`config.mk`:
```
export PLATFORM = sky130hd
export DESIGN_NAME = matmul_result
export DESIGN_NICKNAME = d
export VERILOG_FILES = /design/src/matmul_pkg.sv /design/src/matmul_result.sv
export SDC_FILE = /design/constraint.sdc
export NUM_CORES = 1
export LEC_CHECK = 0
export CAP_MARGIN = 20
export CORE_AREA = 4 4 55 57
export CTS_BUF_LIST = sky130_fd_sc_hd__clkbuf_4
export CTS_CLUSTER_SIZE = 20
export DETAILED_ROUTE_END_ITERATION = 8
export DIE_AREA = 0 0 59 61
export DONT_BUFFER_PORTS = 1
export GPL_TIMING_DRIVEN = 0
export PLACE_DENSITY = 0.48
export SLEW_MARGIN = 0
export SYNTH_ARGS = -nofsm -noshare
export SYNTH_HDL_FRONTEND = slang
export SYNTH_SLANG_ARGS = --single-unit
export TNS_END_PERCENT = 100
```
`constraint.sdc`:
```
create_clock -name clk -period 3.8 [get_ports clk]
set_clock_uncertainty 0.2 [all_clocks]
set_input_delay 0.57 -clock clk [delete_from_list [all_inputs] [get_ports clk]]
set_output_delay 0.57 -clock clk [all_outputs]
set_load 0.05 [all_outputs]
```
`src/matmul_pkg.sv`:
```
package matmul_pkg;

  localparam int mat_size = 4;
  localparam int data_width = 8;
  localparam int row_idx_width = $clog2(mat_size);
  // widest memory address the config registers can hold
  localparam int max_addr_width = 10;
  localparam int stride_width = 8;
  localparam int axil_addr_width = 12;

  localparam logic [1:0] axi_resp_okay = 2'b00;
  localparam logic [1:0] axi_resp_slverr = 2'b10;

  typedef struct packed {
    logic                       awvalid;
    logic [axil_addr_width-1:0] awaddr;
    logic                       wvalid;
    logic [31:0]                wdata;
    logic [3:0]                 wstrb;
    logic                       bready;
    logic                       arvalid;
    logic [axil_addr_width-1:0] araddr;
    logic                       rready;
  } axil_req_t;

  typedef struct packed {
    logic        awready;
    logic        wready;
    logic        bvalid;
    logic [1:0]  bresp;
    logic        arready;
    logic        rvalid;
    logic [31:0] rdata;
    logic [1:0]  rresp;
  } axil_rsp_t;

  // word offsets inside the register block
  typedef enum logic [axil_addr_width-1:0] {
    REG_CTRL   = 12'h000,
    REG_STATUS = 12'h004,
    REG_ADDR_A = 12'h008,
    REG_ADDR_B = 12'h00C,
    REG_ADDR_C = 12'h010,
    REG_STRIDE = 12'h014,
    REG_MASK   = 12'h018
  } reg_offset_e;

  typedef struct packed {
    logic [max_addr_width-1:0] addr_a;
    logic [max_addr_width-1:0] addr_b;
    logic [max_addr_width-1:0] addr_c;
    logic [stride_width-1:0]   stride_a;
    logic [stride_width-1:0]   stride_b;
    logic [stride_width-1:0]   stride_c;
    logic [mat_size-1:0]       mask_a_rows;
    logic [mat_size-1:0]       mask_k;
    logic [mat_size-1:0]       mask_b_cols;
  } mat_cfg_t;

  typedef struct packed {
    logic                                valid;
    logic [row_idx_width-1:0]            row;
    logic [mat_size-1:0][data_width-1:0] elem;
  } c_row_t;

  // base + idx * stride, callers truncate to their own address width
  function automatic logic [max_addr_width-1:0] row_addr(
    input logic [max_addr_width-1:0] base,
    input logic [row_idx_width-1:0]  idx,
    input logic [stride_width-1:0]   stride
  );
    return base + max_addr_width'(idx) * max_addr_width'(stride);
  endfunction

endpackage

```
`src/matmul_result.sv`:
```
module matmul_result import matmul_pkg::*; #(
  parameter int addr_width = 8
) (
  input  logic                  clk,
  input  logic                  resetn,
  input  mat_cfg_t              cfg,
  input  c_row_t                c_row,
  output logic [addr_width-1:0] addr_c,
  output logic [31:0]           wdata_c,
  output logic [3:0]            we_c,
  output logic                  done_set
);

  logic [row_idx_width-1:0] row_cnt;

  // the C port has no other writer on port 0, so a row goes out the cycle it lands
  assign addr_c   = addr_width'(row_addr(cfg.addr_c, c_row.row, cfg.stride_c));
  assign wdata_c  = c_row.elem;
  assign we_c     = {mat_size{c_row.valid}};
  assign done_set = c_row.valid && (row_cnt == row_idx_width'(mat_size - 1));

  // rows written in the current run
  always_ff @(posedge clk) begin
    if (!resetn) begin
      row_cnt <= '0;
    end else if (done_set) begin
      row_cnt <= '0;
    end else if (c_row.valid) begin
      row_cnt <= row_cnt + 1'b1;
    end
  end

endmodule

```
== Word level (Yosys, flattened, before mapping) ==
Cells that the tools add are included.
Storage, ports and cells
  input bits: 103
  logic and storage cells: 8
  output and inout bits: 45
  register bits: 2
Operators by class
  multiply operators: 1
  bitwise logic cells: 1
  eq/ne operators: 1
  reduce and logical (&&, ||, !) cells: 2
  add/subtract/negate cells: 2
Operators by type and width (number)
  adder 8 bit: 1
  multiplier 2 x 8 -> 8 bit: 1
  adder 2 x 1 -> 2 bit, second input constant: 1
  == test 2 bit, second input constant: 1
  OR reduction 2 bit: 1
  logical AND 1 bit: 1
  inverter 1 bit: 1

== Logic depth before layout (Yosys ltp) ==
  depth in word-level cells: 3
  mapped depth: 9
  mapped depth without buffers: 9

== Worst setup path after synthesis ==
OpenSTA, ideal clock, no wires.
  kind: input-to-output
  start point: input cfg[12] (netlist name)
  end point: output addr_c[7]
  stages: 9
  arrival: 3.040 ns
  setup slack: -0.010 ns
  path buffers: 0
  data required time: 3.030 ns
  cells stage by stage: and2_2 fa_1 ha_1 inv_1 fa_1 nor2b_1 o31a_1 o22ai_2 xnor2_1
On the way
  cells in the longest elaborated chain, start to end: 2
Ends and longest elaborated chain
  start: declaration: RTL line matmul_result.sv:6  | input mat_cfg_t cfg,
  multiplier 2 x 8 -> 8 bit: RTL line matmul_pkg.sv:72  | return base + max_addr_width'(idx) * max_addr_width'(stride);
  adder 8 bit: RTL line matmul_pkg.sv:72
  end: declaration: RTL line matmul_result.sv:8  | output logic [addr_width-1:0] addr_c,
Every way passes these cells.

== Worst setup path in the final report ==
Ends and elaborated chain as after synthesis.

==> impl_metrics.toml <==
[detailed_routing]
top_layer_used = "met3"
met3_length_um = 322
postRouteAntennaNets = 0
wl_per_cell_um = 12.78
drc = 0
dr_wl_met2_um = 989
viasPerCell = 4.644
routed_wl_um = 1904
num_vias = 692
wl_met1_um = 592
drt_pass1_iterations = 3
drt-initial-drc-count = 4

[global_routing]
first_global_vias = 611
track_usage_pct = 9.223
grt_max_degree = 9
grt_first_pass_wirelength_um = 2532
grt.overflow.total = 0
antenna_found_initial = 0

[pwr]
combPwrFrac_pct = 81.6
clock_power_share_pct = 12.0
p_seq_share_pct = 6.4
irDropWorstVdd_uv = 303.9
switching_power_mw = 0.2394
leakagePower_nw = 0.5204
p_sw_share_pct = 63.47
powerDensity_nw_per_um2 = 395.0
internal-power_mw = 0.1377

[cells_and_area]
regMostFlops = "row_cnt"
fin_nets = 239
area_delta_synth_final_pct = 8.074
final_common_cell = "buf_4"
layout_common_cells = "36 x buf_4, 19 x inv_1, 14 x nand2_1"
top_regs = "row_cnt x2"
fill_cells = 269
num_antenna_cells = 0
final-seq-area_um2 = 40.04
fin_area_um2 = 954.7
largest_reg_flops = 2
multiInputGateArea_um2 = 513.0
layout-drive-gt1-share_pct = 37.82

[worst_setup_path]
r2r_slack_ps = 2630
r2r_start = "row_cnt[0]"
r2r_cells = 4
crit_top_cell = "fa_1"
worstSetupPathType = "in -> out"
max_stage_delay_ps = 530
cp_max_fo = 2
worstPathCellList = "and2_2, fa_1, ha_1, inv_1, fa_1, nor2b_1, o31a_1, o22ai_2, xnor2_2"
cp.arrival_ps = 2930
reg2reg_to = "row_cnt[1]"
endpoint_kind = "output port"
start_kind = "input pin"
slowest_stage = "fa_1"
crit_required_ps = 3030
cpLargestDelayFamily = "adder cells"
crit_buf_inv = 1

[sta]
max_freq_mhz = 270.2
final-max-slew-violation-count = 0
rsz0062_at_grt = "no"
finalCritPeriodShare_pct = 97.40
min_period_ps = 3701
slew_headroom_pct = 24.61
setup_viol = 0
worst_pin_slew_ps = 1123
setup-tns-final_ps = 0
timing_hold_violations_final = 0

[clocking]
postCtsSetupBuffers = 0
cts.sinks = 2
cts_tree = "yes"
path_clk_slew_ps = 30
cts_buffer_depth = 2
worst_skew_pair.late_latency_ps = 220
cts_max_level = 1
root_buffer = "clkbuf_4"
cts_buffers = 3

[die]
pin_count = 148
dieArea_um2 = 3599
initial_core_util_pct = 35.66
die_h_um = 61
core_um2 = 2477
num_rows = 18
die_w_um = 59

[logic_synthesis]
synth_fp_nets = 234
syn_inst = 116
ys_warn_count = 0
ys_seq_area_share_pct = 4.533
syn_area_um2 = 883.3
ys_ff_latch = 2
syn_area_per_cell_um2 = 7.615
synth_cell_types = 21

[place]
hpwl_um = 1748
placed_area_um2 = 928.4
gp_congestion = 0.7603
io_buffer_count = 0

[worst_hold_path]
whs_path_depth = 1
hp-class = "in -> reg"
holdPathEnd = "row_cnt[1]"
min_from = "resetn"

[status]
status = "finished, final reports clean"

[job]
cap_violations = 0
cells in the mapped netlist:
master	n	area share, %
a21oi_1	3	1.7
and2_1	4	2.8
and2_2	1	0.85
buf_4	36	31
dfxtp_1	2	4.5
fa_1	7	16
ha_1	8	11
inv_1	19	8.1
mux2i_1	1	1.1
nand2_1	14	5.9
nand2_2	1	0.71
nor2_1	3	1.3
nor2b_1	3	2.1
o211ai_1	1	0.85
o21a_1	1	0.85
o21ai_0	1	0.57
o22ai_1	1	0.71
o22ai_2	1	1.4
o31a_1	1	0.99
or2_2	1	0.71
xnor2_1	7	6.9
timing repair:
action                                  CTS  global route
hold buffers                              0             0
endpoints found under the hold margin     0             0
endpoints found under the setup margin    1             0
resized for setup                         1             0
worst reg2reg max path, stage by stage (launching register included):
cell and delay, ps:
dfxtp_1 310, ha_1 280, nand2_1 60, o22ai_1 50, and2_1 150
cell type report:
cell class              instances  share of cell area, %
plain buffers                  36                  28.31
clock buffers                   3                  2.359
inverters                      19                  7.471
multi-input cells              59                  53.74
flip-flops and latches          2                  4.194
well taps                      30                  3.932
stage by stage:
step / hold slack, ps / utilization, % / setup slack (ps) / cells / power [mW]
after floorplan: 312.7 / - / 198.4 / 116 / 0.3115
after global placement: 331.0 / 37.47 / 40.60 / 146 / 0.3294
after detailed placement: 342.8 / 37.47 / 2.276 / 146 / 0.3317
after CTS: 267.9 / 38.54 / 96.64 / 149 / 0.3824
after global routing: 282.5 / 38.54 / 16.47 / 149 / 0.3965
final: 274.9 / 38.54 / 98.66 / 149 / 0.3771
worst max path at each step:
stage	start	end	slack (ps)	cells past startpoint
3_5_place_dp	cfg[12]	addr_c[5]	2	8
4_1_cts	cfg[12]	addr_c[7]	100	9
6_report	cfg[12]	addr_c[7]	100	9
2_1_floorplan	cfg[12]	addr_c[5]	200	8
3_3_place_gp	cfg[12]	addr_c[5]	40	8
5_1_grt	cfg[12]	addr_c[7]	20	9
metal layers:
layer	track usage, %	up-vias
met2	16.56	61
met3	2.979	0
met1	9.962	308
met4	3.883	0
met5	0	-
li1	-	323
power groups by stage:
stage | Sequential (mW) | Combinational [mW] | Clock [mW]
floorplan | 0.0242 | 0.287 | 0
global placement | 0.0243 | 0.305 | 0
detailed placement | 0.0244 | 0.307 | 0
CTS | 0.0242 | 0.311 | 0.0477
global route | 0.0243 | 0.325 | 0.0471
finish | 0.0241 | 0.308 | 0.0453
logic make-up after synthesis:
kind of cell | count (synthesis) | synth area share (%)
AOI/OAI and AO/OA | 9 | 7.082
xor gates and xnor gates | 7 | 6.941
adders and majority gates | 15 | 27.20
buffers and inverters | 55 | 38.67
DFF | 2 | 4.533
muxes | 1 | 1.133
and+or+nand+nor | 27 | 14.45
Power figures use the tool's default switching activity.
