## src/matmul_pkg.sv

```systemverilog
package matmul_pkg;

  localparam int mat_size = 4;
  localparam int data_width = 8;
  localparam int row_idx_width = $clog2(mat_size);
  // widest memory address the config registers can hold
  localparam int max_addr_width = 10;
  localparam int stride_width = 8;
  localparam int axil_addr_width = 12;

  localparam logic [1:0] axi_resp_okay = 2'b00;
  localparam logic [1:0] axi_resp_slverr = 2'b10;

  typedef struct packed {
    logic                       awvalid;
    logic [axil_addr_width-1:0] awaddr;
    logic                       wvalid;
    logic [31:0]                wdata;
    logic [3:0]                 wstrb;
    logic                       bready;
    logic                       arvalid;
    logic [axil_addr_width-1:0] araddr;
    logic                       rready;
  } axil_req_t;

  typedef struct packed {
    logic        awready;
    logic        wready;
    logic        bvalid;
    logic [1:0]  bresp;
    logic        arready;
    logic        rvalid;
    logic [31:0] rdata;
    logic [1:0]  rresp;
  } axil_rsp_t;

  // word offsets inside the register block
  typedef enum logic [axil_addr_width-1:0] {
    REG_CTRL   = 12'h000,
    REG_STATUS = 12'h004,
    REG_ADDR_A = 12'h008,
    REG_ADDR_B = 12'h00C,
    REG_ADDR_C = 12'h010,
    REG_STRIDE = 12'h014,
    REG_MASK   = 12'h018
  } reg_offset_e;

  typedef struct packed {
    logic [max_addr_width-1:0] addr_a;
    logic [max_addr_width-1:0] addr_b;
    logic [max_addr_width-1:0] addr_c;
    logic [stride_width-1:0]   stride_a;
    logic [stride_width-1:0]   stride_b;
    logic [stride_width-1:0]   stride_c;
    logic [mat_size-1:0]       mask_a_rows;
    logic [mat_size-1:0]       mask_k;
    logic [mat_size-1:0]       mask_b_cols;
  } mat_cfg_t;

  typedef struct packed {
    logic                                valid;
    logic [row_idx_width-1:0]            row;
    logic [mat_size-1:0][data_width-1:0] elem;
  } c_row_t;

  // base + idx * stride, callers truncate to their own address width
  function automatic logic [max_addr_width-1:0] row_addr(
    input logic [max_addr_width-1:0] base,
    input logic [row_idx_width-1:0]  idx,
    input logic [stride_width-1:0]   stride
  );
    return base + max_addr_width'(idx) * max_addr_width'(stride);
  endfunction

endpackage

```

## src/matmul_decode.sv

```systemverilog
module matmul_decode import matmul_pkg::*; #(
  parameter int addr_width = 8
) (
  input  logic                  clk,
  input  logic                  resetn,
  input  axil_req_t             axil_req,
  output axil_rsp_t             axil_rsp,
  output mat_cfg_t              cfg,
  output logic                  start,
  input  logic                  done_set,
  output logic [addr_width-1:0] host_addr,
  output logic [31:0]           host_wdata,
  output logic [3:0]            host_we_a,
  output logic [3:0]            host_we_b,
  output logic [3:0]            host_we_c,
  input  logic [31:0]           host_rdata_a,
  input  logic [31:0]           host_rdata_b,
  input  logic [31:0]           host_rdata_c
);

  typedef enum logic [1:0] {BUS_IDLE, BUS_WRESP, BUS_RWAIT, BUS_RRESP} bus_state_e;
  // address bits 11:10 pick the register block or one of the memories
  typedef enum logic [1:0] {WIN_REG, WIN_A, WIN_B, WIN_C} win_e;

  bus_state_e  bus_state;
  logic        wr_fire;
  logic        rd_fire;
  win_e        wr_win;
  win_e        rd_win;
  win_e        rd_win_q;
  reg_offset_e wr_off;
  reg_offset_e rd_off;
  logic        wr_reg_hit;
  logic        rd_reg_hit;
  logic [31:0] reg_rdata;
  logic        busy;
  logic        done;
  logic        bvalid_q;
  logic        rvalid_q;
  logic [1:0]  bresp_q;
  logic [1:0]  rresp_q;
  logic [31:0] rdata_q;

  // write wins when both are presented
  assign wr_fire = (bus_state == BUS_IDLE) && axil_req.awvalid && axil_req.wvalid;
  assign rd_fire = (bus_state == BUS_IDLE) && axil_req.arvalid &&
                   !axil_req.awvalid && !axil_req.wvalid;

  assign wr_win = win_e'(axil_req.awaddr[11:10]);
  assign rd_win = win_e'(axil_req.araddr[11:10]);
  assign wr_off = reg_offset_e'({axil_req.awaddr[11:2], 2'b00});
  assign rd_off = reg_offset_e'({axil_req.araddr[11:2], 2'b00});

  assign axil_rsp.awready = wr_fire;
  assign axil_rsp.wready  = wr_fire;
  assign axil_rsp.bvalid  = bvalid_q;
  assign axil_rsp.bresp   = bresp_q;
  assign axil_rsp.arready = rd_fire;
  assign axil_rsp.rvalid  = rvalid_q;
  assign axil_rsp.rdata   = rdata_q;
  assign axil_rsp.rresp   = rresp_q;

  ////////////////////////////////////////////////////////////////////////////
  // memory windows, 1 KB each
  ////////////////////////////////////////////////////////////////////////////

  assign host_addr  = wr_fire ? addr_width'(axil_req.awaddr[9:2])
                              : addr_width'(axil_req.araddr[9:2]);
  assign host_wdata = axil_req.wdata;
  assign host_we_a  = (wr_fire && wr_win == WIN_A) ? axil_req.wstrb : 4'b0000;
  assign host_we_b  = (wr_fire && wr_win == WIN_B) ? axil_req.wstrb : 4'b0000;
  assign host_we_c  = (wr_fire && wr_win == WIN_C) ? axil_req.wstrb : 4'b0000;

  ////////////////////////////////////////////////////////////////////////////
  // register block
  ////////////////////////////////////////////////////////////////////////////

  always_comb begin
    case (wr_off)
      REG_CTRL, REG_STATUS, REG_ADDR_A, REG_ADDR_B,
      REG_ADDR_C, REG_STRIDE, REG_MASK: wr_reg_hit = 1'b1;
      default: wr_reg_hit = 1'b0;
    endcase
  end

  always_comb begin
    rd_reg_hit = 1'b1;
    reg_rdata  = '0;
    case (rd_off)
      // ctrl bits self-clear, so they always read back zero
      REG_CTRL:   reg_rdata = '0;
      REG_STATUS: reg_rdata = {30'b0, done, busy};
      REG_ADDR_A: reg_rdata = 32'(cfg.addr_a);
      REG_ADDR_B: reg_rdata = 32'(cfg.addr_b);
      REG_ADDR_C: reg_rdata = 32'(cfg.addr_c);
      REG_STRIDE: reg_rdata = 32'({cfg.stride_c, cfg.stride_b, cfg.stride_a});
      REG_MASK:   reg_rdata = 32'({cfg.mask_b_cols, cfg.mask_k, cfg.mask_a_rows});
      default:    rd_reg_hit = 1'b0;
    endcase
  end

  always_ff @(posedge clk) begin
    if (!resetn) begin
      bus_state <= BUS_IDLE;
      bvalid_q  <= 1'b0;
      rvalid_q  <= 1'b0;
      start     <= 1'b0;
      busy      <= 1'b0;
      done      <= 1'b0;
      cfg       <= '0;
    end else begin
      start <= 1'b0;
      case (bus_state)
        BUS_IDLE: begin
          if (wr_fire) begin
            bvalid_q  <= 1'b1;
            bus_state <= BUS_WRESP;
          end else if (rd_fire && rd_win == WIN_REG) begin
            rvalid_q  <= 1'b1;
            bus_state <= BUS_RRESP;
          end else if (rd_fire) begin
            bus_state <= BUS_RWAIT;
          end
        end
        BUS_WRESP: begin
          if (axil_req.bready) begin
            bvalid_q  <= 1'b0;
            bus_state <= BUS_IDLE;
          end
        end
        // memory data arrives one cycle after the address
        BUS_RWAIT: begin
          rvalid_q  <= 1'b1;
          bus_state <= BUS_RRESP;
        end
        BUS_RRESP: begin
          if (axil_req.rready) begin
            rvalid_q  <= 1'b0;
            bus_state <= BUS_IDLE;
          end
        end
        default: bus_state <= BUS_IDLE;
      endcase

      if (wr_fire && wr_win == WIN_REG) begin
        case (wr_off)
          REG_CTRL: begin
            // a new run needs the previous done cleared first
            if (axil_req.wdata[0] && !busy && !done) begin
              start <= 1'b1;
              busy  <= 1'b1;
            end
            if (axil_req.wdata[1]) begin
              done <= 1'b0;
            end
          end
          REG_ADDR_A: cfg.addr_a <= axil_req.wdata[max_addr_width-1:0];
          REG_ADDR_B: cfg.addr_b <= axil_req.wdata[max_addr_width-1:0];
          REG_ADDR_C: cfg.addr_c <= axil_req.wdata[max_addr_width-1:0];
          REG_STRIDE: begin
            cfg.stride_a <= axil_req.wdata[7:0];
            cfg.stride_b <= axil_req.wdata[15:8];
            cfg.stride_c <= axil_req.wdata[23:16];
          end
          REG_MASK: begin
            cfg.mask_a_rows <= axil_req.wdata[mat_size-1:0];
            cfg.mask_k      <= axil_req.wdata[2*mat_size-1:mat_size];
            cfg.mask_b_cols <= axil_req.wdata[3*mat_size-1:2*mat_size];
          end
          default: ;
        endcase
      end

      // last row written, engine goes back to idle
      if (done_set) begin
        busy <= 1'b0;
        done <= 1'b1;
      end
    end
  end

  always_ff @(posedge clk) begin
    if (wr_fire) begin
      bresp_q <= (wr_win == WIN_REG && !wr_reg_hit) ? axi_resp_slverr : axi_resp_okay;
    end
    if (rd_fire) begin
      rd_win_q <= rd_win;
      rdata_q  <= rd_reg_hit ? reg_rdata : '0;
      rresp_q  <= (rd_win == WIN_REG && !rd_reg_hit) ? axi_resp_slverr : axi_resp_okay;
    end else if (bus_state == BUS_RWAIT) begin
      case (rd_win_q)
        WIN_A:   rdata_q <= host_rdata_a;
        WIN_B:   rdata_q <= host_rdata_b;
        WIN_C:   rdata_q <= host_rdata_c;
        default: rdata_q <= '0;
      endcase
      rresp_q <= axi_resp_okay;
    end
  end

endmodule

```

## config.mk

```make
export PLATFORM = sky130hd
export DESIGN_NAME = matmul_decode
export DESIGN_NICKNAME = d
export VERILOG_FILES = /design/src/matmul_pkg.sv /design/src/matmul_decode.sv
export SDC_FILE = /design/constraint.sdc
export NUM_CORES = 1
export LEC_CHECK = 0
export BUFFER_PORTS_ARGS = -buffer_cell sky130_fd_sc_hd__buf_2
export CORE_MARGIN = 1.5
export CORE_UTILIZATION = 30
export DETAILED_ROUTE_END_ITERATION = 8
export SLEW_MARGIN = 0
export SYNTH_ARGS = -nofsm -noshare
export SYNTH_HDL_FRONTEND = slang
export SYNTH_SLANG_ARGS = --single-unit
export TNS_END_PERCENT = 50
```

## constraint.sdc

```tcl
create_clock -name clk -period 5.3 [get_ports clk]
set_input_delay 1.325 -clock clk [delete_from_list [all_inputs] [get_ports clk]]
set_output_delay 1.325 -clock clk [all_outputs]
set_load 0.05 [all_outputs]
```

After elaboration in Yosys (flattened, before gate mapping)
Cells that the tools add are included. W data, S select, Z words.

Order comparisons: 0. Reductions and logical operators: 45. Shift operators: 0. Bitwise logic cells: 1. Multiplexer cells: 33. Div/mod/pow operators: 0. Multiply operators: 0. Add/subtract/negate cells: 0. Equal/unequal tests: 27.

Operator list (count): $pmux W24 S6 (1); $mux W32 (3); $pmux W32 S3 (1); $eq A10 B3 Y1 const B (6); $eq A10 B2 Y1 const B (4); $logic_not A12 Y1 (2); $eq A10 B1 Y1 const B (2); $mux W2 (9); $reduce_and A3 Y1 (5); $logic_and A1 B1 Y1 (14); $reduce_or A7 Y1 (2); $eq A2 B2 Y1 const B (6); $mux W1 (12); $mux W4 (3); $reduce_and A2 Y1 (5); $reduce_bool A2 Y1 (5); $mux W8 (1); $ne A2 B2 Y1 const B (4); $pmux W2 S4 (1); $eq A2 B1 Y1 const B (3); $logic_not A1 Y1 (6); $logic_not A2 Y1 (3); $ne A4 B3 Y1 const B (1); $reduce_and A4 Y1 (1); other kinds (6) (6).

Bits of input ports: 164. Memories: 0. ROM bits: 0. Logic and storage cells: 125. Bits in latches: 0. Register bits: 111. Memory bits (writable): 0. Output and inout bits: 160.

Depth between registers and ports, before layout
Depth after elaboration: 8. Gate-level depth with buffers: 8. Mapped depth without buffers: 5.

Worst setup path before layout
No wires, ideal clock.

Path type: input to output. Start point: input axil_req[64] (netlist bit). End point: output host_we_b[0]. Stages: 4. Setup slack: 0.800 ns. Required time: 3.975 ns. Data arrival time: 3.175 ns. Cell sequence: and4bb_2 clkbuf_1 nand2_1 nor3_1.

Word-level cells in the longest chain between the ends: 4.

Ends and longest elaborated chain: start, declared (line matmul_decode.sv:6) `input axil_req_t axil_req,`; $logic_and A1 B1 Y1 (2 in series) (line matmul_decode.sv:45) `assign wr_fire = (bus_state == BUS_IDLE) && axil_req.awvalid && axil_req.wvalid;`; net wr_fire (line matmul_decode.sv:26) `logic wr_fire;`; $logic_and A1 B1 Y1 (line matmul_decode.sv:71) `assign host_we_b = (wr_fire && wr_win == WIN_B) ? axil_req.wstrb : 4'b0000;`; $mux W4 (line matmul_decode.sv:71); end, declared (line matmul_decode.sv:14) `output logic [3:0] host_we_b,`.

The timed path passes the listed nets, and every way through them passes these cells.

Final worst setup path
Start point: input axil_req[64] (netlist bit). End point: output host_we_a[0].

Word-level cells in the longest chain between the ends: 4.

Ends and longest elaborated chain: $logic_and A1 B1 Y1 (2 in series) (line matmul_decode.sv:45); $logic_and A1 B1 Y1 (line matmul_decode.sv:70) `assign host_we_a = (wr_fire && wr_win == WIN_A) ? axil_req.wstrb : 4'b0000;`; $mux W4 (line matmul_decode.sv:70); end, declared (line matmul_decode.sv:13) `output logic [3:0] host_we_a,`.

No other way between the ends.

==> out/summary.md <==
- 0 — Yosys warning count
- 3.934 ns — min Tclk post-route
- 0 — Antenna Violating Nets Remaining
- sky130_fd_sc_hd__nand2_1 — cell with the most instances after synthesis
- 5,225 — total via count in the routed design
- simple AND/OR/NAND/NOR gates — CP top delay family
- 588 — instance count of the mapped netlist
- 2.61 ns — worst endpoint data arrival time
- 5867 sq um — combined area of all synthesized cells
- 34.28% — Max-Slew Margin vs Limit
- 109 — post-synthesis register bit count
- 17.39 um — routed length per instance
- 0.2542 GHz — highest achievable clock rate
- 16 — critical-path maximum fanout
- 994 — Total Nets Final
- sky130_fd_sc_hd__dfxtp_1 — Primary FF master, synth
- 18,960 sq um — core area
- 0 — count of maximum capacitance violations
- 74.22% — crit share post-route
- 43.34% — register area share after synthesis
- 30.24% — layout-stage area growth over the synthesis result
- 0 — Resized cells post-CTS
- done — clock tree from TritonCTS
- 3.766 nW — static leakage
- no — setup repair after global routing missed its margin
- 14,820 um — Final HPWL DP
- busy — startpoint of the most critical hold path
- primary output — endpoint class of the critical path
- 0.9837 ns — actual slew at the worst max-slew pin
- bus_state[0] — origin of the critical flop-to-flop path
- 44 — pin count of the biggest net entering global routing
- 0 — number of hold buffers added after CTS
- 0.002032 W — overall power
- sky130_fd_sc_hd__and4bb_2 — slowest cell on the critical path
- 0.48 ns — worst stage delay on the critical path
- 0 ns — Final TNS setup
- 324 — Ports
- 27,690 um — first-pass GRT wire length
- finished, final reports clean — outcome
- axil_req[64] — startpoint of the worst setup timing path
- 3.97 ns — critical path data required time
- 19,040 um — total routed wirelength
- 3 — CTS HTree Levels
- 2 — Clock Path Buffers
- 0 — initial antenna violation count
- 265.9 nW/um^2 — Power Dens Cells
- 20,400 sq um — die footprint
- 1 — number of cells on the worst hold path
- 0.7771 — Final GP Congestion
- buf_2, and4bb_2, and3b_1, and2_1, buf_2 — cells along the critical path
- 0.008549 ns — Worst Clk Skew
- reg -> reg — class of the most critical hold timing path
- 9 — CTS Buf Count
- 0 — Residual DRC
- 9.978 sq um — per-instance average area after synthesis
- 0 — Post-CTS Setup Inserts
- start — worst-case hold path end point
- 142.7 uV — peak supply drop
- 4,847 — via count of the first global-routing pass
- 50 — Core Rows
- 5 — detailed-router iteration count before antenna repair
- primary input — type of element launching the critical path
- 0.35 ns — clock latency of the later-clocked register in the worst-skew pair
- 2542 sq um — area used by sequential logic in the layout
- 142.8 um — Chip Width
- 249 — drt initial violations
- 142.8 um — die boundary height
- sky130_fd_sc_hd__dfxtp_1, sky130_fd_sc_hd__edfxtp_1, sky130_fd_sc_hd__mux2i_1 — top area cells in the synthesized netlist
- 301 — number of buffers added on ports
- sky130_fd_sc_hd__dfxtp_1 — post-synthesis cell type with the largest combined area
- 0 — total grt overflow
- 1,935 — Filler Cells Inserted
- 18.06% — GR Util All Layers
- 2 — buffers plus inverters on the worst setup path
- 24.91% — share of the synthesized area in the top cell type
- sky130_fd_sc_hd__buf_2 — most numerous cell on the critical path
- 0 — antenna diode instance count
- 52 — count of cell types in the netlist
- 0% — fraction of synthesis flops using an asynchronous set or reset pin
- 30.95% — initial standard-cell utilization of the core
- 6 — number of cells traversed by the worst register-to-register path
- in -> out — critical path class
- sky130_fd_sc_hd__nand2_1, sky130_fd_sc_hd__dfxtp_1, sky130_fd_sc_hd__mux2i_1 — commonest cells in the synthesized netlist
- rdata_q[13] — FF-to-FF End
- sky130_fd_sc_hd__clkbuf_16 — root cell of the clock tree
- 0 — number of hold-slack violations in the final timing report
- 2.71 ns — FF-to-FF setup slack
- 0 — final setup vio count
- 109 — clock sink total
- 46.35% — layout cell share with drive strength beyond 1
- 36 — count of flip-flops with a built-in enable after synthesis
- 0.07 ns — clock slew at the register clock pins of the worst setup and hold paths
- 2836 sq um — footprint of the multi-input gates
- 4.772 — detail-routed via count per cell
- 0 — count of final max-slew check failures
[placed cells by master (no fill, tap or decap), types with 10 or more instances in the layout]
master and count:
sky130_fd_sc_hd__buf_2 301, sky130_fd_sc_hd__nand2_1 100, sky130_fd_sc_hd__dfxtp_1 73, sky130_fd_sc_hd__mux2i_1 70
sky130_fd_sc_hd__mux2_2 48, sky130_fd_sc_hd__edfxtp_1 36, sky130_fd_sc_hd__a22oi_1 29, sky130_fd_sc_hd__nor2_1 20
sky130_fd_sc_hd__o2bb2ai_1 12, sky130_fd_sc_hd__clkbuf_16 12, sky130_fd_sc_hd__nor3_1 11, sky130_fd_sc_hd__nand3_1 11
sky130_fd_sc_hd__o22ai_1 10
[metrics by stage]
| step | std cells | cell area, sq um | hold WS, ns | util, % | worst slack, ns |
|---|---|---|---|---|---|
| 3_3_place_gp | 1079 | 7305 | 0.4443 | 38.53 | 1.381 |
| 5_1_grt | 1095 | 7641 | 0.4796 | 40.31 | 1.278 |
| 3_5_place_dp | 1079 | 7305 | 0.4425 | 38.53 | 1.362 |
| 4_1_cts | 1095 | 7641 | 0.4533 | 40.31 | 1.360 |
| 6_report | 1095 | 7641 | 0.4520 | 40.31 | 1.366 |
| 2_1_floorplan | 589 | 5871 | 0.4179 | - | 0.8001 |
[report_power, final]
group          internal, W  total [W]  switching [W]
sequential        0.000895   0.000904     0.00000898
clock             0.000431   0.000732       0.000302
combinational     0.000121   0.000396       0.000275
total              0.00145    0.00203       0.000586
[flip-flops by register name, summed over array words and instances (netlist names)]
name and flops:
bresp_q 1, bus_state 2, busy 1, bvalid_q 1, cfg 66, done 1, rd_win_q 2, rdata_q 32
rresp_q 1, rvalid_q 1, start 1
[cells by family after synthesis]
group / Yosys count / synth area share, %
compound gates: 85 / 11.26
buf+inv: 88 / 8.723
flops: 109 / 43.34
mux: 118 / 21.16
other cells: 1 / 0.06392
simple gates: 187 / 15.46
[final cells by class]
class	count	share of cell area, %
multi-input combinational	392	37.12
inverter	9	0.4421
clock buffer	15	4.339
timing repair buffer	309	20.50
tap	260	4.257
clock inverter	1	0.06550
sequential	109	33.27
[how the worst max path moves through the flow]
stage                    to  slack (ns)  cells after the start
2_1_floorplan  host_we_b[0]        0.80                      4
3_3_place_gp   host_we_b[1]        1.38                      5
3_5_place_dp   host_we_a[0]        1.36                      5
4_1_cts        host_we_a[0]        1.36                      5
5_1_grt        host_we_a[0]        1.28                      5
6_report       host_we_a[0]        1.37                      5
[routing by layer]
layer | global-route usage (%) | vias to the layer above | share of wire, %
met5 | 0 | - | 0
li1 | - | 2584 | -
met4 | 4.666 | 0 | 1.2
met3 | 4.091 | 15 | 6.2
met2 | 29.46 | 205 | 47
met1 | 24.09 | 2421 | 45
(Power assumes the default switching activity.)
