--- src/matmul_pkg.sv ---
package matmul_pkg;

  localparam int mat_size = 4;
  localparam int data_width = 8;
  localparam int row_idx_width = $clog2(mat_size);
  // widest memory address the config registers can hold
  localparam int max_addr_width = 10;
  localparam int stride_width = 8;
  localparam int axil_addr_width = 12;

  localparam logic [1:0] axi_resp_okay = 2'b00;
  localparam logic [1:0] axi_resp_slverr = 2'b10;

  typedef struct packed {
    logic                       awvalid;
    logic [axil_addr_width-1:0] awaddr;
    logic                       wvalid;
    logic [31:0]                wdata;
    logic [3:0]                 wstrb;
    logic                       bready;
    logic                       arvalid;
    logic [axil_addr_width-1:0] araddr;
    logic                       rready;
  } axil_req_t;

  typedef struct packed {
    logic        awready;
    logic        wready;
    logic        bvalid;
    logic [1:0]  bresp;
    logic        arready;
    logic        rvalid;
    logic [31:0] rdata;
    logic [1:0]  rresp;
  } axil_rsp_t;

  // word offsets inside the register block
  typedef enum logic [axil_addr_width-1:0] {
    REG_CTRL   = 12'h000,
    REG_STATUS = 12'h004,
    REG_ADDR_A = 12'h008,
    REG_ADDR_B = 12'h00C,
    REG_ADDR_C = 12'h010,
    REG_STRIDE = 12'h014,
    REG_MASK   = 12'h018
  } reg_offset_e;

  typedef struct packed {
    logic [max_addr_width-1:0] addr_a;
    logic [max_addr_width-1:0] addr_b;
    logic [max_addr_width-1:0] addr_c;
    logic [stride_width-1:0]   stride_a;
    logic [stride_width-1:0]   stride_b;
    logic [stride_width-1:0]   stride_c;
    logic [mat_size-1:0]       mask_a_rows;
    logic [mat_size-1:0]       mask_k;
    logic [mat_size-1:0]       mask_b_cols;
  } mat_cfg_t;

  typedef struct packed {
    logic                                valid;
    logic [row_idx_width-1:0]            row;
    logic [mat_size-1:0][data_width-1:0] elem;
  } c_row_t;

  // base + idx * stride, callers truncate to their own address width
  function automatic logic [max_addr_width-1:0] row_addr(
    input logic [max_addr_width-1:0] base,
    input logic [row_idx_width-1:0]  idx,
    input logic [stride_width-1:0]   stride
  );
    return base + max_addr_width'(idx) * max_addr_width'(stride);
  endfunction

endpackage

--- src/matmul_execute.sv ---
module matmul_execute import matmul_pkg::*; #(
  parameter int addr_width = 8
) (
  input  logic                  clk,
  input  logic                  resetn,
  input  mat_cfg_t              cfg,
  input  logic                  start,
  output logic [addr_width-1:0] addr_a,
  output logic [addr_width-1:0] addr_b,
  input  logic [31:0]           rdata_a,
  input  logic [31:0]           rdata_b,
  output c_row_t                c_row
);

  typedef enum logic [1:0] {EX_IDLE, EX_LOAD_B, EX_STREAM_A} ex_state_e;

  ex_state_e                ex_state;
  logic [row_idx_width-1:0] cnt;
  logic                     b_rd_vld;
  logic                     a_rd_vld;
  logic [row_idx_width-1:0] b_rd_idx;
  logic [row_idx_width-1:0] a_rd_idx;

  // b_reg[k][j] is row k, column j of B
  logic [mat_size-1:0][mat_size-1:0][data_width-1:0] b_reg;
  logic [mat_size-1:0][data_width-1:0]               a_elem;
  // prod[j][k] feeds the adder tree of output column j
  logic [mat_size-1:0][mat_size-1:0][data_width-1:0] prod;
  logic [mat_size-1:0][data_width-1:0]               dot;
  logic [mat_size-1:0][data_width-1:0]               row_out;

  // same counter drives both reads, only one is consumed per phase
  assign addr_a = addr_width'(row_addr(cfg.addr_a, cnt, cfg.stride_a));
  assign addr_b = addr_width'(row_addr(cfg.addr_b, cnt, cfg.stride_b));

  ////////////////////////////////////////////////////////////////////////////
  // read sequencer
  ////////////////////////////////////////////////////////////////////////////

  always_ff @(posedge clk) begin
    if (!resetn) begin
      ex_state <= EX_IDLE;
      cnt      <= '0;
      b_rd_vld <= 1'b0;
      a_rd_vld <= 1'b0;
    end else begin
      b_rd_vld <= (ex_state == EX_LOAD_B);
      a_rd_vld <= (ex_state == EX_STREAM_A);
      case (ex_state)
        EX_IDLE: begin
          if (start) begin
            cnt      <= '0;
            ex_state <= EX_LOAD_B;
          end
        end
        EX_LOAD_B: begin
          cnt <= cnt + 1'b1;
          if (cnt == row_idx_width'(mat_size - 1)) begin
            ex_state <= EX_STREAM_A;
          end
        end
        EX_STREAM_A: begin
          cnt <= cnt + 1'b1;
          if (cnt == row_idx_width'(mat_size - 1)) begin
            ex_state <= EX_IDLE;
          end
        end
        default: ex_state <= EX_IDLE;
      endcase
    end
  end

  // row index tags for the data coming back next cycle
  always_ff @(posedge clk) begin
    b_rd_idx <= cnt;
    a_rd_idx <= cnt;
    if (b_rd_vld) begin
      b_reg[b_rd_idx] <= rdata_b;
    end
  end

  ////////////////////////////////////////////////////////////////////////////
  // 4x4 multiply array
  ////////////////////////////////////////////////////////////////////////////

  always_comb begin
    a_elem = rdata_a;
    for (int j = 0; j < mat_size; j++) begin
      for (int k = 0; k < mat_size; k++) begin
        // only the low byte of the dot product is kept
        prod[j][k] = cfg.mask_k[k] ? data_width'(a_elem[k] * b_reg[k][j]) : '0;
      end
    end
    for (int j = 0; j < mat_size; j++) begin
      dot[j] = (prod[j][0] + prod[j][1]) + (prod[j][2] + prod[j][3]);
      row_out[j] = (cfg.mask_a_rows[a_rd_idx] && cfg.mask_b_cols[j]) ? dot[j] : '0;
    end
  end

  always_ff @(posedge clk) begin
    if (!resetn) begin
      c_row.valid <= 1'b0;
    end else begin
      c_row.valid <= a_rd_vld;
      c_row.row   <= a_rd_idx;
      c_row.elem  <= row_out;
    end
  end

endmodule

--- config.mk ---
export PLATFORM = sky130hd
export DESIGN_NAME = matmul_execute
export DESIGN_NICKNAME = d
export VERILOG_FILES = /design/src/matmul_pkg.sv /design/src/matmul_execute.sv
export SDC_FILE = /design/constraint.sdc
export NUM_CORES = 1
export LEC_CHECK = 0
export BUFFER_PORTS_ARGS = -buffer_cell sky130_fd_sc_hd__buf_2
export CAP_MARGIN = 25
export CORE_ASPECT_RATIO = 1.1
export CORE_MARGIN = 4
export CORE_UTILIZATION = 40
export CTS_CLUSTER_DIAMETER = 50
export DETAILED_ROUTE_END_ITERATION = 12
export PLACE_DENSITY = 0.58
export REMOVE_ABC_BUFFERS = 1
export SETUP_SLACK_MARGIN = 0.1
export SLEW_MARGIN = 20
export SYNTH_ARGS = -nofsm -noshare
export SYNTH_HDL_FRONTEND = slang
export SYNTH_SLANG_ARGS = --single-unit
--- constraint.sdc ---
create_clock -name clk -period 15 [get_ports clk]
set_input_delay 3.75 -clock clk [delete_from_list [all_inputs] [get_ports clk]]
set_output_delay 3.75 -clock clk [all_outputs]
set_load 0.02 [all_outputs]
* Word-level counts from Yosys, hierarchy flattened
Cells that the tools add are included. W data, S select, Z words.
Storage, ports and cells: register bits after elaboration 171, input port bits 133, output and inout port bits 51, word-level logic and storage cells 105
Operators by class: add/sub/neg operators 15, $mul 18, magnitude comparators 2, eq/ne operators 6, multiplexer cells 27, reduce and logical (&&, ||, !) cells 10
Operator list (number):
- $bwmux W128 | 1
- $mul A8 B8 Y8 | 16
- $mux W8 | 16
- $add A8 B8 Y8 | 14
- $demux W32 S2 | 1
- $mux W32 | 1
- $mul A2 B8 Y8 | 2
- $mux W2 | 4
- $pmux W2 S3 | 1
- $logic_and A1 B1 Y1 | 5
- $eq A2 B2 Y1 const B | 2
- $ne A2 B1 Y1 const B | 2
- $pmux W2 S2 | 1
- $lt A2 B3 Y1 const B | 1
- $reduce_and A3 Y1 | 1
- $add A2 B1 Y2 const B | 1
- $bmux W1 S2 | 1
- $eq A2 B1 Y1 const B | 1
- $ge A2 B1 Y1 const B | 1
- $logic_not A2 Y1 | 1
- $ne A2 B2 Y1 const B | 1
- $reduce_and A2 Y1 | 1
- $reduce_bool A2 Y1 | 1
- $reduce_or A2 Y1 | 1
- $mux W1 | 1

* Depth between registers and ports, before layout
Gate-level depths: netlist of run 1.
word-level depth 5, mapped depth 26, gate-level depth less buffers 24

* Worst setup path before layout of run 1
OpenSTA, ideal clock, no wires.
path type input-to-output, start point in cfg[29] (netlist bit), end point out addr_a[7], data arrival time 5.822 ns, data required time 11.250 ns, slack 5.428 ns, stages on the path 12, path buffers 0, cells stage by stage nand2_1 > fa_1 > inv_1 > ha_1 > inv_1 > fa_1 > inv_1 > a21oi_1 > o21bai_1 > a21o_1 > a21oi_1 > xnor2_1
Between the ends: cells in the longest elaborated chain, start to end 2
Ends and longest elaborated chain:
- start, declared | RTL line matmul_execute.sv:6 | input mat_cfg_t cfg,
- $mul A2 B8 Y8 | RTL line matmul_pkg.sv:72 | return base + max_addr_width'(idx) * max_addr_width'(stride);
- $add A8 B8 Y8 | RTL line matmul_pkg.sv:72
- end, declared | RTL line matmul_execute.sv:8 | output logic [addr_width-1:0] addr_a,
Every way passes these cells.

* Worst setup path in the final report of run 1
Ends and elaborated chain as after synthesis.

==> results of run 1 <==
[report_power, final]
part	total (W)	internal (W)	switching, W
registers	0.000571	0.000557	0.0000132
logic	0.00121	0.000584	0.000622
clock network	0.000504	0.000285	0.000220
total	0.00228	0.00143	0.000854
[cell usage in the layout, fill, tap and decap left out, types with 4 or more instances in the layout]
cell and instances:
nand2_1 371, nand2_2 4, and3_1 13, o21ai_0 7, and2_1 339, nor2b_1 9
edfxtp_1 162, a31o_2 4, nor2_1 32, bufinv_16 4, buf_2 161, a21o_1 44
inv_1 430, xnor2_1 189, buf_4 7, ha_1 302, o21bai_1 4, inv_6 4
nand3_1 13, xor2_1 48, xnor3_1 32, nor3_1 4, fa_1 262, a21oi_1 49
clkbuf_16 17, dfxtp_1 9, o21ai_1 4
[per-layer routing]
metal | vias up | share of wire, % | global-route usage (%)
li1 | 7679 | - | -
met1 | 7996 | 41 | 23.32
met2 | 395 | 51 | 35.55
met3 | 88 | 4.3 | 2.592
met4 | 2 | 3.7 | 7.472
met5 | - | 0.021 | 0
[kinds of logic after synthesis]
family | after synthesis | share of synthesized area (%)
and+or+nand+nor | 791 | 16.70
adders and majority gates | 564 | 38.45
buffers and inverters | 498 | 8.029
xor gates and xnor gates | 272 | 12.12
DFF | 171 | 21.50
AOI/OAI and AO/OA | 116 | 3.098
muxes | 1 | 0.09596
[cell usage after synthesis (all sizes together)]
library cell	number	area share [%]
a31o	4	0.15
buf	8	0.19
a21boi	1	0.032
nor3	4	0.085
o21ai	11	0.23
mux4	1	0.096
and2	339	9.0
nand2b	3	0.080
a32oi	1	0.037
nor2	33	0.53
edfxtp	162	21
a21oi	49	1.0
dfxtp	9	0.77
nand2	375	6.0
clkbuf	60	0.96
nor2b	9	0.24
xor2	48	1.8
and3	13	0.35
o21a	2	0.064
xnor2	192	7.3
ha	302	16
nand3	13	0.28
fa	262	22
o21bai	4	0.13
inv	430	6.9
and3b	1	0.037
a21o	44	1.4
nor3b	1	0.032
xnor3	32	3.1
[worst min path at each step]
| stage | startpoint | to | slack [ps] | depth (start not counted) |
|---|---|---|---|---|
| finish | a_rd_vld | c_row[34] | 450 | 1 |
| floorplan | a_rd_vld | c_row[34] | 410 | 1 |
| global placement | a_rd_vld | c_row[34] | 420 | 1 |
| detailed placement | a_rd_vld | c_row[34] | 430 | 1 |
| CTS | a_rd_vld | c_row[34] | 460 | 1 |
| global route | a_rd_vld | c_row[34] | 480 | 1 |
[area by class of cell]
class                   count  area [sq um]  area share (%)
multi-input cells        1744         16550           64.42
flip-flops and latches    171          5045           19.63
inverters                 430          1614           6.281
well taps                 752         940.9           3.662
repair buffers            169         885.9           3.447
clock buffers              17         425.4           1.656
clock inverters            15         227.7          0.8862
diodes                      2         5.005         0.01948
[per-stage QoR]
stage               area [sq um]  hold slack (ps)  power [W]
floorplan                  23200            411.8   0.001480
global placement           25010            423.7   0.001769
detailed placement         25010            431.2   0.001789
CTS                        25660            459.4   0.002314
global route               25690            478.9   0.002473
finish                     25700            453.0   0.002281
[critical path, stage by stage]
cell and delay (ps):
buf_2 90, nand2_1 70, fa_1 480, inv_1 60, ha_1 170, inv_1 70, fa_1 450, inv_1 70
a21oi_1 60, o21bai_1 190, a21o_1 160, a21oi_1 90, xnor2_1 140, buf_2 180
==> summary.md, run 1 <==
| Metric | Value |
|---|---|
| First-pass GRT wire length | `93670 microns` |
| PostCTS Resize Cnt | `0` |
| CTS tree | `done` |
| Initial core utilization | `40.69%` |
| Pin count of the biggest net entering global routing | `42` |
| Share of cells above drive strength 1 | `8.484%` |
| Core area | `57670 sq um` |
| Post-layout util | `44.56%` |
| Worst-path fanout max | `2` |
| TritonCTS Buffers | `17` |
| Critical path startpoint category | `input port` |
| Residual DRC | `0` |
| Max Cap Viol | `0` |
| Netlist cell types | `33` |
| Row cnt | `92` |
| Total grt overflow | `0` |
| Initial antenna violation count | `5` |
| CTS H-Tree Depth | `4` |
| Synth Instances | `2413` |
| Critical Path Sink | `addr_a[7]` |
| Clock period minus worst slack | `9761 ps` |
| Worst Path Required | `11250 ps` |
| Number of global-route vias before repair | `17561` |
| Setup Slack @ Placement | `5041 ps` |
| Die H | `262.0 microns` |
| RSZ-0062 raised after global routing | `false` |
| Post-route setup slack | `5239 ps` |
| NumNets Final | `3230` |
| Endpoint class of the critical path | `primary output` |
| R2r setup slk | `8920 ps` |
| Clock sinks | `171` |
| Hold Buf Count CTS | `0` |
| Maximum clock frequency | `102.4 MHz` |
| Yosys warns | `0` |
| Worst R2R Start | `b_reg[34]` |
| Post-Syn Area | `23470 sq um` |
| Number of synthesized register bits | `171` |
| Die Width | `238.9 microns` |
| Worst r2r path cells | `23` |
| CP arrival | `6010 ps` |
| Mapped Avg Cell Area | `9.725 sq um` |
| Lkg Pwr | `12.83 nW` |
| Normalized max-slew margin | `46.12%` |
| Post-Route WL | `58440 microns` |
| Capturing point of the worst reg2reg path | `c_row[7]` |
| Worst slew pin tran | `808.1 ps` |
| PD cells | `88.76 nW/um^2` |
| Clk_skew | `14.52 ps` |
| Critical path type | `input port to primary output` |
| Register area share after synthesis | `21.50%` |
| Final Wtd Congestion | `0.8559` |
| CTS Buffer Depth | `2` |
| Max reg flops | `128` |
| I/O Buffers | `161` |
| Detailed Routing Iterations Pass 1 | `5` |
| Worst setup path startpoint | `cfg[29]` |
| Fin. max-slew vios | `0` |
| Layout Cells excl Fill | `3300` |
| Peak VDD IR | `0.00009802 V` |
| Vias per cell | `4.897` |
| Final period util | `65.07%` |
| Worst min-delay path class | `flip-flop to flip-flop` |
| Wire per inst | `17.71 microns` |
| Syn-to-layout area delta | `9.496%` |
| GRT Total Usage | `19.46%` |
| Setup TNS | `0 ps` |
| DRT iter0 DRCs | `781` |
| Filler cells | `5542` |
| Antenna Violating Nets Remaining | `0` |
| Worst skew pair latency | `490 ps` |
| Final setup fails | `0` |
| Final HPWL DP | `46480 microns` |
| Final Hold Fails | `0` |
| DR vias | `16160` |
| Die area | `62610 sq um` |
| Clock root cell | `clkbuf_16` |
| Post-Place Cells | `3265` |
| IO Pins | `184` |
| CTS clk-pin slew, worst paths | `70 ps` |
| Postcts setup bufs | `0` |
| Status | `completed` |
Note: power is estimated with default switching activity, not from simulation.
==> inputs of run 2 (changes only) <==
Clock period 15 ns to 9.5 ns, I/O delays scaled along.
==> summary.md, run 2 (synthesis gave the netlist of run 1 again) <==
| Metric | Value |
|---|---|
| PD cells | `136.4 nW/um^2` |
| Hold Buf Count CTS | `0` |
| Worst r2r path cells | `23` |
| Pin count of the biggest net entering global routing | `42` |
| Share of cells above drive strength 1 | `8.552%` |
| Final period util | `83.55%` |
| Worst min-delay path class | `flip-flop to flip-flop` |
| Switching Fraction | `38.27%` |
| Row cnt | `92` |
| Commonest non-fill, non-tap cell in the layout | `inv_1` |
| Filler cells | `5491` |
| Initial core utilization | `40.69%` |
| R2r setup slk | `3400 ps` |
| Internal Pwr Total | `0.002157 W` |
| I/O Buffers | `161` |
| Stages on worst setup path | `20` |
| Critical path, cell by cell | `buf_2, buf_4, nand2_1, fa_1, fa_1, inv_1, fa_1, fa_1, ha_1, xnor2_1, nand2_1, fa_1, inv_1, fa_1, ha_1, o21ai_0, nand2b_1, xnor3_1, xnor3_1, nor2_1` |
| Total grt overflow | `0` |
| DRT iter0 DRCs | `732` |
| Endpoint class of the critical path | `flip-flop` |
| Final setup fails | `0` |
| CTS clk-pin slew, worst paths | `70 ps` |
| Clock network fraction of total power | `19.8%` |
| Vias per cell | `4.911` |
| Normalized max-slew margin | `46.41%` |
| Antenna Violating Nets Remaining | `0` |
| Total Power | `0.003494 W` |
| Post-Route WL | `59110 microns` |
| Postcts setup bufs | `0` |
| Max Cap Viol | `0` |
| CP arrival | `8160 ps` |
| Die Width | `238.9 microns` |
| Final HPWL DP | `47310 microns` |
| Most frequent cells in the layout | `inv_1 (430), nand2_1 (371), and2_1 (339)` |
| Worst Path Required | `9730 ps` |
| Most used cell, CP | `fa_1` |
| Worst skew pair latency | `480 ps` |
| Slowest-stage cell, CP | `fa_1` |
| Maximum clock frequency | `126.0 MHz` |
| P_sw | `0.001337 W` |
| Clock period minus worst slack | `7938 ps` |
| Critical path type | `input port to flip-flop` |
| Die area | `62610 sq um` |
| Worst setup path startpoint | `rdata_a[1]` |
| Max reg flops | `128` |
| Clock sinks | `171` |
| Lkg Pwr | `12.79 nW` |
| GRT Total Usage | `19.56%` |
| CTS Buffer Depth | `2` |
| Wire per inst | `17.89 microns` |
| Worst-path fanout max | `21` |
| Capturing point of the worst reg2reg path | `c_row[7]` |
| PostCTS Resize Cnt | `0` |
| Peak VDD IR | `0.0001611 V` |
| Clock root cell | `clkbuf_16` |
| Core area | `57670 sq um` |
| Number of global-route vias before repair | `17746` |
| NumNets Final | `3233` |
| Top delay family on crit path | `adder cells` |
| CP bufs+invs | `4` |
| Die H | `262.0 microns` |
| Crit-path max cell delay | `550 ps` |
| Setup TNS | `0 ps` |
| Critical Path Sink | `c_row[15]` |
| Final Wtd Congestion | `0.8801` |
| Syn-to-layout area delta | `9.165%` |
| Status | `completed` |
| DR vias | `16221` |
| Worst slew pin tran | `803.9 ps` |
| Reg power frac | `25.9%` |
| Residual DRC | `0` |
| CTS tree | `done` |
| Worst R2R Start | `b_reg[34]` |
| Combinational share of power | `54.3%` |
| Fin. max-slew vios | `0` |
| RSZ-0062 raised after global routing | `false` |
| First-pass GRT wire length | `94360 microns` |
| Final Hold Fails | `0` |
| Clk_skew | `9.687 ps` |
| Critical path startpoint category | `input port` |
| CTS H-Tree Depth | `4` |
| TritonCTS Buffers | `17` |
| Detailed Routing Iterations Pass 1 | `5` |
| IO Pins | `184` |
| Initial antenna violation count | `5` |
[run 2: changes by cell type in the layout (fill, tap and decap cells not counted)]
cell and delta:
buf_4 +3, buf_16 -1, buf_12 +1, clkinv_8 -1
clkinv_2 +1, clkbuf_8 +2, bufinv_16 -4, clkinv_1 +1
clkinvlp_4 +1
[run 2: worst min path at each step]
stage               startpoint  depth (start not counted)         to  slack (ps)
floorplan             a_rd_vld                          1  c_row[34]         410
global placement      a_rd_vld                          1  c_row[34]         420
detailed placement    a_rd_vld                          1  c_row[34]         420
CTS                   a_rd_vld                          1  c_row[34]         450
global route          a_rd_vld                          1  c_row[34]         480
finish                a_rd_vld                          1  c_row[34]         450
[run 2: stage by stage]
stage                     hold WS [ps]  instance area, sq um  cells  util [%]  setup slack [ps]
after floorplan                  411.8                 23200   2345         -              1816
after global routing             477.9                 25620   3302     44.42              1207
after global placement           423.4                 25030   3268     43.41              1081
after detailed placement         424.8                 25050   3269     43.44              1074
final                            445.2                 25620   3303     44.42              1562
after CTS                        445.7                 25610   3301     44.41              1591
[run 2: per-layer routing]
layer / GRT usage (%) / wire length [microns]
met4: 8.754 / 2713
met3: 3.191 / 3041
met1: 23.16 / 23780
met2: 35.01 / 29560
met5: 0 / 12
[run 2: area by class of cell]
class	count	area, sq um	share of cell area, %
diodes	2	5.005	0.01954
clock buffers	19	452.9	1.768
clock inverters	13	107.6	0.4200
inverters	430	1614	6.300
multi-input cells	1744	16550	64.61
flip-flops and latches	171	5045	19.69
well taps	752	940.9	3.673
repair buffers	172	900.9	3.516
[run 2: power groups by stage]
stage	clock network, W	logic [W]	registers (W)
2_1_floorplan	0	0.00138	0.000953
3_3_place_gp	0	0.00187	0.000921
3_5_place_dp	0	0.00190	0.000920
4_1_cts	0.000713	0.00192	0.000905
5_1_grt	0.000740	0.00214	0.000908
6_report	0.000692	0.00190	0.000904
[run 2: worst reg2reg max path, delay by kind of cell (launching register included)]
kind            cells  cell delay [ps]
compound gates      2              260
xor+xnor            3              920
fa+ha+maj           8             3480
buf+inv             6              360
flops               1              450
simple gates        4              420
==> inputs of run 3 (changes only) <==
Settings changed: PLACE_DENSITY 0.58 to 0.6.
Clock period 9.5 ns to 6.8 ns, I/O delays scaled along.
==> summary.md, run 3 (synthesis gave the netlist of run 1 again) <==
| Metric | Value |
|---|---|
| Final period util | `95.94%` |
| Clock sinks | `171` |
| Final setup fails | `0` |
| Row cnt | `92` |
| Post-Route WL | `60430 microns` |
| Share of cells above drive strength 1 | `15.37%` |
| CTS H-Tree Depth | `4` |
| I/O Buffers | `161` |
| Critical path type | `input port to flip-flop` |
| Vias per cell | `4.814` |
| Peak VDD IR | `0.0002774 V` |
| Number of global-route vias before repair | `18038` |
| Clk_skew | `18.95 ps` |
| CTS tree | `done` |
| Commonest non-fill, non-tap cell in the layout | `inv_1` |
| Status | `completed` |
| Max Cap Viol | `0` |
| Hold Slack | `446.0 ps` |
| Core area | `57670 sq um` |
| Die area | `62610 sq um` |
| CP arrival | `6760 ps` |
| Normalized max-slew margin | `44.46%` |
| Die Width | `238.9 microns` |
| R2r setup slk | `1170 ps` |
| Filler cells | `5400` |
| Worst skew pair latency | `490 ps` |
| Final HPWL DP | `49760 microns` |
| Endpoint class of the critical path | `flip-flop` |
| Total grt overflow | `0` |
| Fin. max-slew vios | `0` |
| Final Wtd Congestion | `0.8597` |
| Worst R2R Start | `b_reg[74]` |
| Worst Path Required | `7030 ps` |
| DR vias | `16695` |
| Maximum clock frequency | `153.3 MHz` |
| Final Hold Fails | `0` |
| Worst hold stages | `1` |
| CTS clk-pin slew, worst paths | `70 ps` |
| Most frequent cells in the layout | `inv_1 (427), nand2_1 (370), and2_1 (338)` |
| GRT Total Usage | `19.69%` |
| IO Pins | `184` |
| Capturing point of the worst reg2reg path | `c_row[15]` |
| Detailed Routing Iterations Pass 1 | `5` |
| Worst min-delay path class | `flip-flop to flip-flop` |
| Antenna Violating Nets Remaining | `0` |
| Clock root cell | `clkbuf_16` |
| Worst r2r path cells | `24` |
| Residual DRC | `0` |
| First-pass GRT wire length | `95210 microns` |
| Lkg Pwr | `13.72 nW` |
| CTS Buffer Depth | `2` |
| Hold Startpoint | `a_rd_vld` |
| DRT iter0 DRCs | `670` |
| Worst-path fanout max | `8` |
| Syn-to-layout area delta | `16.48%` |
| Max reg flops | `128` |
| Initial antenna violation count | `3` |
| Worst slew pin tran | `833.2 ps` |
| Die H | `262.0 microns` |
| PD cells | `191.9 nW/um^2` |
| TritonCTS Buffers | `17` |
| Setup TNS | `0 ps` |
| Hold Buf Count CTS | `0` |
| NumNets Final | `3397` |
| Wire per inst | `17.42 microns` |
| Clock period minus worst slack | `6524 ps` |
| RSZ-0062 raised after global routing | `true` |
| Critical path startpoint category | `input port` |
| Initial core utilization | `40.69%` |
| Pin count of the biggest net entering global routing | `42` |
| Hold endpoint | `c_row[34]` |
## run 3: cell types whose count changed in the layout (fill, tap and decap cells not counted), moves of 4 or more
| cell | delta |
|---|---|
| fa_1 | -9 |
| buf_12 | +8 |
| ha_4 | +10 |
| fa_2 | +9 |
| buf_6 | +8 |
| buf_2 | -10 |
| ha_1 | -10 |
| a21oi_2 | +4 |
| a21oi_1 | -4 |
| buf_4 | +153 |
## run 3: per-stage QoR
stage	power (W)	utilization [%]	setup slack, ps	instance area [sq um]	std cells
2_1_floorplan	0.003265	-	-209.4	23200	2345
3_3_place_gp	0.004159	45.67	-657.5	26340	3427
3_5_place_dp	0.004211	45.72	-694.0	26370	3428
4_1_cts	0.005249	47.01	98.99	27110	3461
5_1_grt	0.005690	47.39	50.93	27330	3465
6_report	0.005245	47.40	276.4	27340	3468
## run 3: what timing repair did
action | CTS | global route
cloned | 1 | 2
setup buffers | 0 | 2
pin swaps | 15 | 11
gates resized for setup | 30 | 28
endpoints found under the setup margin | 4 | 4
## run 3: worst max path at each step
| stage | endpoint | slack (ps) | from |
|---|---|---|---|
| after CTS | c_row[7] | 100 | rdata_a[2] |
| after global placement | c_row[7] | -660 | rdata_a[2] |
| final | c_row[7] | 280 | rdata_a[19] |
| after global routing | c_row[7] | 50 | rdata_a[10] |
| after floorplan | c_row[7] | -210 | rdata_a[10] |
| after detailed placement | c_row[31] | -690 | rdata_a[3] |
## run 3: routing by layer
| metal | part of all wire, % | routed length, microns | vias up | track usage, % |
|---|---|---|---|---|
| li1 | - | - | 8022 | - |
| met1 | 42 | 25650 | 8254 | 24.40 |
| met2 | 50 | 30180 | 358 | 35.20 |
| met3 | 4.7 | 2849 | 61 | 3.096 |
| met4 | 2.9 | 1746 | 0 | 6.494 |
| met5 | 0 | 0 | - | 0 |
## run 3: area by class of cell
cell class | instances | area (sq um) | share of cell area (%)
multi-input combinational | 1744 | 16750 | 61.29
inverter | 430 | 1614 | 5.905
timing repair buffer | 336 | 2375 | 8.688
tap | 752 | 940.9 | 3.442
antenna | 3 | 7.507 | 0.02746
clock inverter | 13 | 156.4 | 0.5722
clock buffer | 19 | 442.9 | 1.620
sequential | 171 | 5045 | 18.46
## run 3: report_power, final
| group | total, W | internal (W) | switching [W] |
|---|---|---|---|
| combinational | 0.00294 | 0.00149 | 0.00145 |
| clock | 0.00104 | 0.000560 | 0.000483 |
| sequential | 0.00126 | 0.00123 | 0.0000325 |
## run 3: worst max-delay path, cell delays in order
cell and delay (ps):
buf_4 150, buf_12 140, and2_1 150, fa_1 480, ha_1 290, inv_1 50, fa_1 490, fa_1 540
inv_1 50, ha_1 330, xnor2_2 150, nand2_1 100, fa_1 520, inv_1 60, fa_1 490, ha_1 320
o21a_1 120, nor2_1 110, xnor3_1 230, xnor3_1 230, nor2_1 50
